## config.mk

```make
export PLATFORM = sky130hd
export DESIGN_NAME = io_soc_top
export DESIGN_NICKNAME = d
export VERILOG_FILES = /design/src/io_bus_pkg.sv /design/src/io_map_pkg.sv /design/src/bus_response.sv /design/src/io_addr_decode.sv /design/src/io_soc_top.sv /design/src/lfsr_random.sv /design/src/sys_ctrl_regs.sv /design/src/tick_timer.sv
export VERILOG_INCLUDE_DIRS = /design/src
export SDC_FILE = /design/constraint.sdc
export NUM_CORES = 1
export LEC_CHECK = 0
export ABC_AREA = 1
export BUFFER_PORTS_ARGS = -buffer_cell sky130_fd_sc_hd__buf_2
export CAP_MARGIN = 20
export CORE_MARGIN = 5
export CORE_UTILIZATION = 55
export CTS_CLUSTER_DIAMETER = 200
export DETAILED_ROUTE_END_ITERATION = 10
export GPL_TIMING_DRIVEN = 0
export HOLD_SLACK_MARGIN = 0.1
export MAX_ROUTING_LAYER = met4
export PLACE_DENSITY = 0.92
export SYNTH_ARGS = -nofsm -noshare
export SYNTH_HDL_FRONTEND = slang
export SYNTH_SLANG_ARGS = --single-unit
export TNS_END_PERCENT = 50
```

## constraint.sdc

```tcl
create_clock -name clk100 -period 1.8 [get_ports clk100]
set_input_delay 0.09 -clock clk100 [delete_from_list [all_inputs] [get_ports clk100]]
set_output_delay 0.09 -clock clk100 [all_outputs]
set_load 0.01 [all_outputs]
```

## src/io_cfg.svh

```systemverilog
`ifndef IO_CFG_SVH
`define IO_CFG_SVH

// ------------------------------
// i/o map, block codes (adr[31:8])
// ------------------------------
`define IO_BLK_LEDS 24'hFD0FFF // led register
`define IO_BLK_RST 24'hFD0FFC // node reset / clock enable
`define IO_BLK_RAND 24'hFD0FFD // random number source

// ------------------------------
// reset register fields
// ------------------------------
`define IO_RST_HOLD 64 // cycles a node reset stays asserted
`define IO_CLKEN_INIT 3'b110 // node 1 and 2 clocks on at power up
`define IO_CLKEN_LO 16 // clken field in data bits 18:16
`define IO_CLKEN_HI 18

// ------------------------------
// tick interrupt, in clk100 cycles
// ------------------------------
`define IO_TICK_PERIOD 1000000 // 100 Hz at 100 MHz
`define IO_TICK_ON 150
`define IO_TICK_OFF 200

// bus error after this many cycles with no ack
`define IO_BUS_TIMEOUT 16

// ------------------------------
// random source
// ------------------------------
`define IO_LFSR_TAPS 32'h80200003 // galois feedback mask
`define IO_LFSR_SEED 32'h00000001 // also used for a zero seed write

`endif

```

## src/io_bus_pkg.sv

```systemverilog
`default_nettype none

package io_bus_pkg;

	// ------------------------------
	// master side request
	// ------------------------------
	typedef struct packed {
		logic cyc; // bus cycle in progress
		logic stb; // strobe, held until ack or err
		logic we; // 1 = write
		logic [3:0] sel; // byte lanes
		logic [31:0] adr;
		logic [31:0] dat; // write data
	} io_req_t;

	// slave side response
	typedef struct packed {
		logic ack; // one cycle
		logic err; // bus error from the timeout
		logic [31:0] dat; // read data, zero outside the ack cycle
	} io_resp_t;

	// ------------------------------
	// address, two decode views
	// ------------------------------
	typedef union packed {
		struct packed {
			logic [15:0] page; // 64k page, i/o window
			logic [15:0] offset;
		} pg;
		struct packed {
			logic [23:0] block; // 256 byte device block
			logic [7:0] regno; // register within the block
		} blk;
	} io_adr_u;

endpackage

`default_nettype wire

```

## src/io_map_pkg.sv

```systemverilog
`default_nettype none

package io_map_pkg;

	// one-cycle device selects plus the write payload
	typedef struct packed {
		logic leds; // led register
		logic rst; // node reset register
		logic rnd; // random source
		logic we;
		logic [3:0] sel; // byte lanes from the request
		logic [31:0] wdat;
	} io_sel_t;

	// ------------------------------
	// read return, one word per device group
	// ------------------------------
	typedef struct packed {
		logic [31:0] ctrl_dat; // leds / reset register
		logic [31:0] rand_dat; // lfsr state
	} io_rdata_t;

endpackage

`default_nettype wire

```

## src/bus_response.sv

```systemverilog
`default_nettype none
`timescale 1ns/1ps
`include "io_cfg.svh"

module bus_response (
	input wire clk100,
	input wire rst,
	input wire io_map_pkg::io_sel_t sel_i,
	input wire start_i,
	input wire io_map_pkg::io_rdata_t rdata_i,
	output io_bus_pkg::io_resp_t resp_o
);

	localparam int tw = $clog2(`IO_BUS_TIMEOUT + 1);
	localparam logic [tw-1:0] tmo_last = tw'(`IO_BUS_TIMEOUT - 1); // err registered next edge

	logic any_sel;
	logic ack_q;
	logic rd_q; // ack of a read
	logic err_q;
	logic tmo_act; // timeout armed
	logic [tw-1:0] tmo_cnt; // cycles since the access started

	assign any_sel = sel_i.leds | sel_i.rst | sel_i.rnd;

	// ------------------------------
	// ack and bus error timeout
	// ------------------------------
	always_ff @(posedge clk100) begin
		if (rst) begin
			ack_q <= 1'b0;
			rd_q <= 1'b0;
			err_q <= 1'b0;
			tmo_act <= 1'b0;
			tmo_cnt <= '0;
		end
		else begin
			ack_q <= any_sel;
			rd_q <= any_sel & ~sel_i.we;
			err_q <= 1'b0; // single cycle pulse
			if (tmo_act) begin
				tmo_cnt <= tmo_cnt + 1'b1;
				if (tmo_cnt == tmo_last) begin
					err_q <= 1'b1;
					tmo_act <= 1'b0;
				end
			end
			if (ack_q)
				tmo_act <= 1'b0; // device answered
			if (start_i) begin
				tmo_act <= 1'b1; // every access restarts the count
				tmo_cnt <= tw'(1);
			end
		end
	end

	// read words are zero unless their device was read
	always_comb begin
		resp_o.ack = ack_q;
		resp_o.err = err_q;
		resp_o.dat = rd_q ? (rdata_i.ctrl_dat | rdata_i.rand_dat) : 32'd0;
	end

endmodule

`default_nettype wire

```

## src/io_addr_decode.sv

```systemverilog
`default_nettype none
`timescale 1ns/1ps
`include "io_cfg.svh"

module io_addr_decode (
	input wire clk100,
	input wire rst,
	input wire io_bus_pkg::io_req_t req_i,
	output io_map_pkg::io_sel_t sel_o,
	output logic start_o
);
	import io_bus_pkg::*;

	localparam logic [23:0] blk_leds = `IO_BLK_LEDS;
	localparam logic [23:0] blk_rst = `IO_BLK_RST;
	localparam logic [23:0] blk_rand = `IO_BLK_RAND;
	localparam logic [15:0] io_page = blk_leds[23:8]; // all three blocks sit in one page

	io_adr_u adr;
	logic pending; // access seen, waiting for stb to drop
	logic new_acc;
	logic page_hit;

	assign adr = req_i.adr;
	assign new_acc = req_i.cyc & req_i.stb & ~pending; // first cycle only
	assign page_hit = adr.pg.page == io_page; // coarse window first

	always_ff @(posedge clk100) begin
		if (rst)
			pending <= 1'b0;
		else if (new_acc)
			pending <= 1'b1;
		else if (!req_i.stb)
			pending <= 1'b0; // master finished, rearm
	end

	// ------------------------------
	// block decode, valid one cycle
	// ------------------------------
	always_comb begin
		sel_o.leds = new_acc & page_hit & (adr.blk.block == blk_leds);
		sel_o.rst = new_acc & page_hit & (adr.blk.block == blk_rst);
		sel_o.rnd = new_acc & page_hit & (adr.blk.block == blk_rand);
		sel_o.we = req_i.we; // payload passes as is
		sel_o.sel = req_i.sel;
		sel_o.wdat = req_i.dat;
	end

	assign start_o = new_acc; // mapped or not, starts the timeout

endmodule

`default_nettype wire

```

## src/io_soc_top.sv

```systemverilog
`default_nettype none
`timescale 1ns/1ps
`include "io_cfg.svh"

module io_soc_top #(
	parameter int tick_period = `IO_TICK_PERIOD
) (
	input wire clk100,
	input wire rst,
	input wire io_bus_pkg::io_req_t req_i,
	output io_bus_pkg::io_resp_t resp_o,
	output logic [7:0] led_o,
	output logic [15:0] node_rst_o,
	output logic [2:0] clken_o,
	output logic tick_irq_o
);
	import io_map_pkg::*;

	io_sel_t sel; // one-cycle device selects
	io_rdata_t rdata; // read words back to the response side
	logic start; // any new access

	// ------------------------------
	// request side
	// ------------------------------
	io_addr_decode udec1 (
		.clk100(clk100),
		.rst(rst),
		.req_i(req_i),
		.sel_o(sel),
		.start_o(start)
	);

	// ------------------------------
	// devices
	// ------------------------------
	sys_ctrl_regs uregs1 (
		.clk100(clk100),
		.rst(rst),
		.sel_i(sel),
		.rdat_o(rdata.ctrl_dat),
		.led_o(led_o),
		.node_rst_o(node_rst_o),
		.clken_o(clken_o)
	);

	lfsr_random urand1 (
		.clk100(clk100),
		.rst(rst),
		.sel_i(sel),
		.rdat_o(rdata.rand_dat)
	);

	tick_timer #(.tick_period(tick_period)) utick1 (
		.clk100(clk100),
		.rst(rst),
		.tick_irq_o(tick_irq_o)
	);

	// ack, read data, bus error
	bus_response uresp1 (
		.clk100(clk100),
		.rst(rst),
		.sel_i(sel),
		.start_i(start),
		.rdata_i(rdata),
		.resp_o(resp_o)
	);

endmodule

`default_nettype wire

```

## src/lfsr_random.sv

```systemverilog
`default_nettype none
`timescale 1ns/1ps
`include "io_cfg.svh"

module lfsr_random (
	input wire clk100,
	input wire rst,
	input wire io_map_pkg::io_sel_t sel_i,
	output logic [31:0] rdat_o
);

	localparam logic [31:0] taps = `IO_LFSR_TAPS;
	localparam logic [31:0] seed = `IO_LFSR_SEED;

	logic [31:0] state;
	logic [31:0] step_val; // state after one galois step
	logic rd;
	logic wr;

	assign rd = sel_i.rnd & ~sel_i.we;
	assign wr = sel_i.rnd & sel_i.we;

	// shift right, fold taps in when a one drops out
	assign step_val = {1'b0, state[31:1]} ^ (state[0] ? taps : 32'd0);

	// ------------------------------
	// state, seed on write, step on read
	// ------------------------------
	always_ff @(posedge clk100) begin
		if (rst)
			state <= seed;
		else if (wr)
			state <= (sel_i.wdat == 32'd0) ? seed : sel_i.wdat; // all zero would lock up
		else if (rd)
			state <= step_val;
	end

	// value before the step, seen in the ack cycle
	always_ff @(posedge clk100) begin
		if (rd)
			rdat_o <= state;
		else
			rdat_o <= 32'd0;
	end

endmodule

`default_nettype wire

```

## src/sys_ctrl_regs.sv

```systemverilog
`default_nettype none
`timescale 1ns/1ps
`include "io_cfg.svh"

module sys_ctrl_regs (
	input wire clk100,
	input wire rst,
	input wire io_map_pkg::io_sel_t sel_i,
	output logic [31:0] rdat_o,
	output logic [7:0] led_o,
	output logic [15:0] node_rst_o,
	output logic [2:0] clken_o
);

	localparam logic [6:0] hold = 7'(`IO_RST_HOLD);

	logic [7:0] led_q;
	logic [15:0] rst_bits; // per node reset requests
	logic [6:0] rst_cnt; // release counter
	logic [2:0] clken_q;
	logic wr_led;
	logic wr_rst_lo; // bytes 1:0, reset bits
	logic wr_rst_hi; // bytes 3:2, clock enables
	logic held;

	assign wr_led = sel_i.leds & sel_i.we & sel_i.sel[0];
	assign wr_rst_lo = sel_i.rst & sel_i.we & (|sel_i.sel[1:0]);
	assign wr_rst_hi = sel_i.rst & sel_i.we & (|sel_i.sel[3:2]);
	assign held = rst_cnt < hold;

	// ------------------------------
	// led register
	// ------------------------------
	always_ff @(posedge clk100) begin
		if (rst)
			led_q <= 8'd0;
		else if (wr_led)
			led_q <= sel_i.wdat[7:0];
	end

	// ------------------------------
	// node reset and clock enable
	// ------------------------------
	always_ff @(posedge clk100) begin
		if (rst) begin
			rst_bits <= 16'd0;
			rst_cnt <= hold; // idle, nothing to release
			clken_q <= `IO_CLKEN_INIT;
		end
		else begin
			if (held)
				rst_cnt <= rst_cnt + 7'd1;
			else
				rst_bits <= 16'd0; // hold time over, release
			if (wr_rst_lo) begin
				rst_bits <= sel_i.wdat[15:0];
				rst_cnt <= 7'd0; // restart the hold
				// resetting node 2 also turns its clock on
				clken_q[2] <= clken_q[2] | (|sel_i.wdat[5:4]);
			end
			if (wr_rst_hi)
				clken_q <= sel_i.wdat[`IO_CLKEN_HI:`IO_CLKEN_LO]; // wins over the or above
		end
	end

	assign led_o = led_q;
	assign node_rst_o = held ? rst_bits : 16'd0;
	assign clken_o = clken_q;

	// readback, zero unless read in the cycle before
	always_ff @(posedge clk100) begin
		if (sel_i.leds & ~sel_i.we)
			rdat_o <= {24'd0, led_q};
		else if (sel_i.rst & ~sel_i.we)
			rdat_o <= {13'd0, clken_q, rst_bits};
		else
			rdat_o <= 32'd0;
	end

endmodule

`default_nettype wire

```

## src/tick_timer.sv

```systemverilog
`default_nettype none
`timescale 1ns/1ps
`include "io_cfg.svh"

module tick_timer #(
	parameter int tick_period = `IO_TICK_PERIOD,
	parameter int tick_on = `IO_TICK_ON, // count where irq rises
	parameter int tick_off = `IO_TICK_OFF // count where irq falls
) (
	input wire clk100,
	input wire rst,
	output logic tick_irq_o
);

	localparam int cw = $clog2(tick_period + 1);

	logic [cw-1:0] cnt; // runs 1 .. tick_period

	// ------------------------------
	// free running, no bus access
	// ------------------------------
	always_ff @(posedge clk100) begin
		if (rst) begin
			cnt <= cw'(1);
			tick_irq_o <= 1'b0;
		end
		else begin
			if (cnt == cw'(tick_period))
				cnt <= cw'(1); // wrap
			else
				cnt <= cnt + 1'b1;
			if (cnt == cw'(tick_on))
				tick_irq_o <= 1'b1;
			else if (cnt == cw'(tick_off))
				tick_irq_o <= 1'b0; // high for tick_off - tick_on cycles
		end
	end

endmodule

`default_nettype wire
```

==> out/results.tsv <==
stage	metric	value	unit
run_status	outcome	complete, but fails checks	
run_status	violations	negative setup slack	
critical_path	critical_path_peak_fanout	10	
routing	drtAntennaViolNets	0	
yosys	syn_inst	980	
timing	setup_viol	1	
yosys	syn_area	6660	µm²
timing	clock.fmax	553	MHz
critical_path	r2r_cells	8	
power_and_ir_drop	ir_worst_vdd	1.03	mV
yosys	synthTopCellsByArea	dfxtp_1 44%, nor2_1 13%, nand2_1 11%, inv_1 8.1%, nand3_1 4.8%	
final_layout	postLayoutCoreUtil	0.718	
clock_tree	path_clk_slew	0.06	ns
yosys	seq_area_frac_synth	0.445	
min_path	min_delay_path_depth	2	
critical_path	slowest_stage	dlygate4sd3_1	
yosys	yosys.cell_types.count	39	
yosys	synth_common_cells	237 x nor2_1, 192 x nand2_1, 148 x dfxtp_1, 144 x inv_1, 64 x nand3_1	
yosys	yosysWarnings	0	
critical_path	cpPeakStageDelay	0.56	ns
global_route	grt_pass1_vias	7016	
power_and_ir_drop	power	7.51	mW
critical_path	crit_type	in2reg	
routing	dr.pass1.iters	7	
routing	drtIter0Drc	853	
yosys	yosysTopAreaCell	dfxtp_1	
die	start_util	0.557	
critical_path	crit_arrival	2.09	ns
timing	period_minus_slack	1.81	ns
routing	post_drt_wl_per_cell	15.7	µm
critical_path	reg2reg_setup_slack	0.06	ns
critical_path	cp_cell_sequence	dlygate4sd3_1 > buf_2 > inv_1 > nand2_1 > nor2_1 > nand2_1 > nor2_1 > nand2_2 > nand3_4 > buf_6 > nor2_2 > nor2_1 > nor2_1	
placement	portBuffers	125	
yosys	ys.flop_type	dfxtp_1	
routing	routed_wirelength	20.8	mm
critical_path	rr_endpoint	utick1.cnt[14]	
timing	fin_tns_setup	-0.00906	ns
clock_tree	cts_sinks	148	
timing	rsz0062_at_grt	true	
critical_path	cp-end-kind	flip-flop	
placement	dp_hpwl	13.1	mm
timing	drv_slew	0	
clock_tree	ctsRootBufferMaster	clkbuf_16	
final_layout	stdcell_area	8590	µm²
die	dieArea	14400	µm²
final_layout	areaGrowthSynthToFinish	28.9	%
min_path	hp-class	in2reg	
clock_tree	htreeDepth	4	
final_layout	fillCellCount	815	
yosys	synth_most_common_cell	nor2_1	
timing	hold_slack	0.153	ns
routing	drc	0	
die	ios	135	
yosys	syn_nets	1059	
power_and_ir_drop	p_leak	4.06	nW
timing	worst_slew_pin_slew	0.588	ns
critical_path	reg2reg_from	utick1.cnt[0]	
global_route	grt_pass1_wl	32.5	mm
clock_tree	cts_buffers	17	
die	core.rowCount	40	
yosys	syn_avg_cell_area	6.80	µm²
min_path	min_from	rst	
clock_tree	clock_path_buffers	2	
die	die_w	120	µm
placement	dp.cells	1252	
power_and_ir_drop	power_density	874	nW/µm²
placement	dpl_cell_area	7470	µm²
critical_path	crit_required	2.08	ns
global_route	antenna_found_initial	1	
final_layout	nNetsFinal	1239	
placement	globalplace.congestion	0.967	
placement	post-place-ws	-0.0841	ns
timing	period_share	1.01	
yosys	async_reset_ff_frac	0	
yosys	synth_edf_count	0	
yosys	synth_top_area_share	0.445	
routing	dr_total_vias	7184	
clock_tree	clock_latency	0.43	ns
global_route	grt_overflow_total	0	
timing	final.setup_skew	0.00861	ns
critical_path	crit_top_cell	nor2_1	
run	max_cap_viol_count	0	
critical_path	start_kind	primary input	
timing	finalHoldViolCount	0	
die	die_h	120	µm
final_layout	drive_gt1_frac	0.199	
final_layout	layout.cells.non_filler	1322	
global_route	grt_max_degree	17	
global_route	track_usage	0.289	
clock_tree	cts_tree	built	
yosys	ys_seq_elements	148	
die	core	12000	µm²
timing	slew_headroom	0.608	
routing	vias_per_cell	5.43	
timing	setup_ws	-0.00906	ns
min_path	min_to	utick1.tick_irq_o	
-- where the power goes --
group / switching, mW / internal (mW)
clock network: 1.35 / 2.50
logic: 0.202 / 0.144
registers: 0.0194 / 3.29
-- worst max path at each step --
stage / start / endpoint / slack (ns) / cells past startpoint
final: req_i[16] / urand1.state[17] / -0.009 / 13
after global routing: req_i[69] / uregs1.rdat_o[15] / -0.09 / 9
after CTS: utick1.cnt[0] / utick1.cnt[11] / 0.004 / 8
after detailed placement: utick1.cnt[0] / utick1.cnt[11] / -0.08 / 8
after global placement: utick1.cnt[0] / utick1.cnt[9] / -0.03 / 8
after floorplan: utick1.cnt[1] / utick1.cnt[18] / 0.33 / 10
-- logic make-up after synthesis --
family          after synthesis  synth area share
xor+xnor                     11            0.0145
fa+ha+maj                     6            0.0113
buf+inv                     187             0.113
simple gates                574             0.373
compound gates               54            0.0434
flops                       148             0.445
-- area by class of cell --
cell class,count,area [µm²],area share
Multi-Input combinational cell,645,3010,0.350
Clock inverter,8,145,0.0169
Antenna cell,2,5.00,0.000583
Buffer,37,216,0.0252
Sequential cell,148,2970,0.346
Inverter,148,558,0.0650
Timing Repair Buffer,163,998,0.116
Tap cell,147,184,0.0214
Clock buffer,24,502,0.0584
-- per-layer routing --
metal	up-vias	track usage	routed length [µm]
met1	3256	0.323	7880
met2	460	0.475	10100
met4	0	0.142	801
met3	90	0.0801	1990
met5	-	-	0
li1	3378	-	-
-- critical path: cells and delay by family --
family	cells	cell delay (ns)
buf+inv	4	1.02
simple gates	9	0.97
-- timing repair --
item	CTS	global route
buffers inserted	0	3
pin swaps	0	9
hold buffers	35	0
resized for setup	8	44
endpoints found under the setup margin	36	77
cloned	0	0
hold endpoints to repair	57	0
-- state kept, by name (all words and copies together) (netlist names), 5 cells and up --
signal	count
uregs1.rdat_o	19
uregs1.led_o	8
utick1.cnt	20
uregs1.rst_cnt	7
uresp1.tmo_cnt	5
urand1.rdat_o	32
urand1.state	32
uregs1.rst_bits	16
-- layout by cell type (no fill, tap or decap), types with 2 or more instances in the layout --
cell type and n:
nor3_1 14, nand3_2 3, and2_0 2, a21oi_1 21
nand3_4 2, clkinvlp_4 2, ha_1 5, clkbuf_2 2
buf_6 4, diode_2 2, nand3_1 63, nor2_1 231
nand2_2 5, buf_4 7, nor2_2 18, xor2_1 9
clkinv_2 2, nand2_1 188, nor2_4 3, dlygate4sd3_1 35
clkbuf_8 5, nor4_1 6, clkbuf_4 4, nand3b_1 2
or2_2 6, o22ai_1 8, dfxtp_2 3, inv_2 2
buf_2 137, bufinv_16 4, clkbuf_16 17, o21ai_0 20
xnor2_1 2, o21ai_1 2, clkbuf_1 12, nand4_1 24
dfxtp_1 143, inv_1 144, dfxtp_4 2
Note: power is estimated with default switching activity, not from simulation.
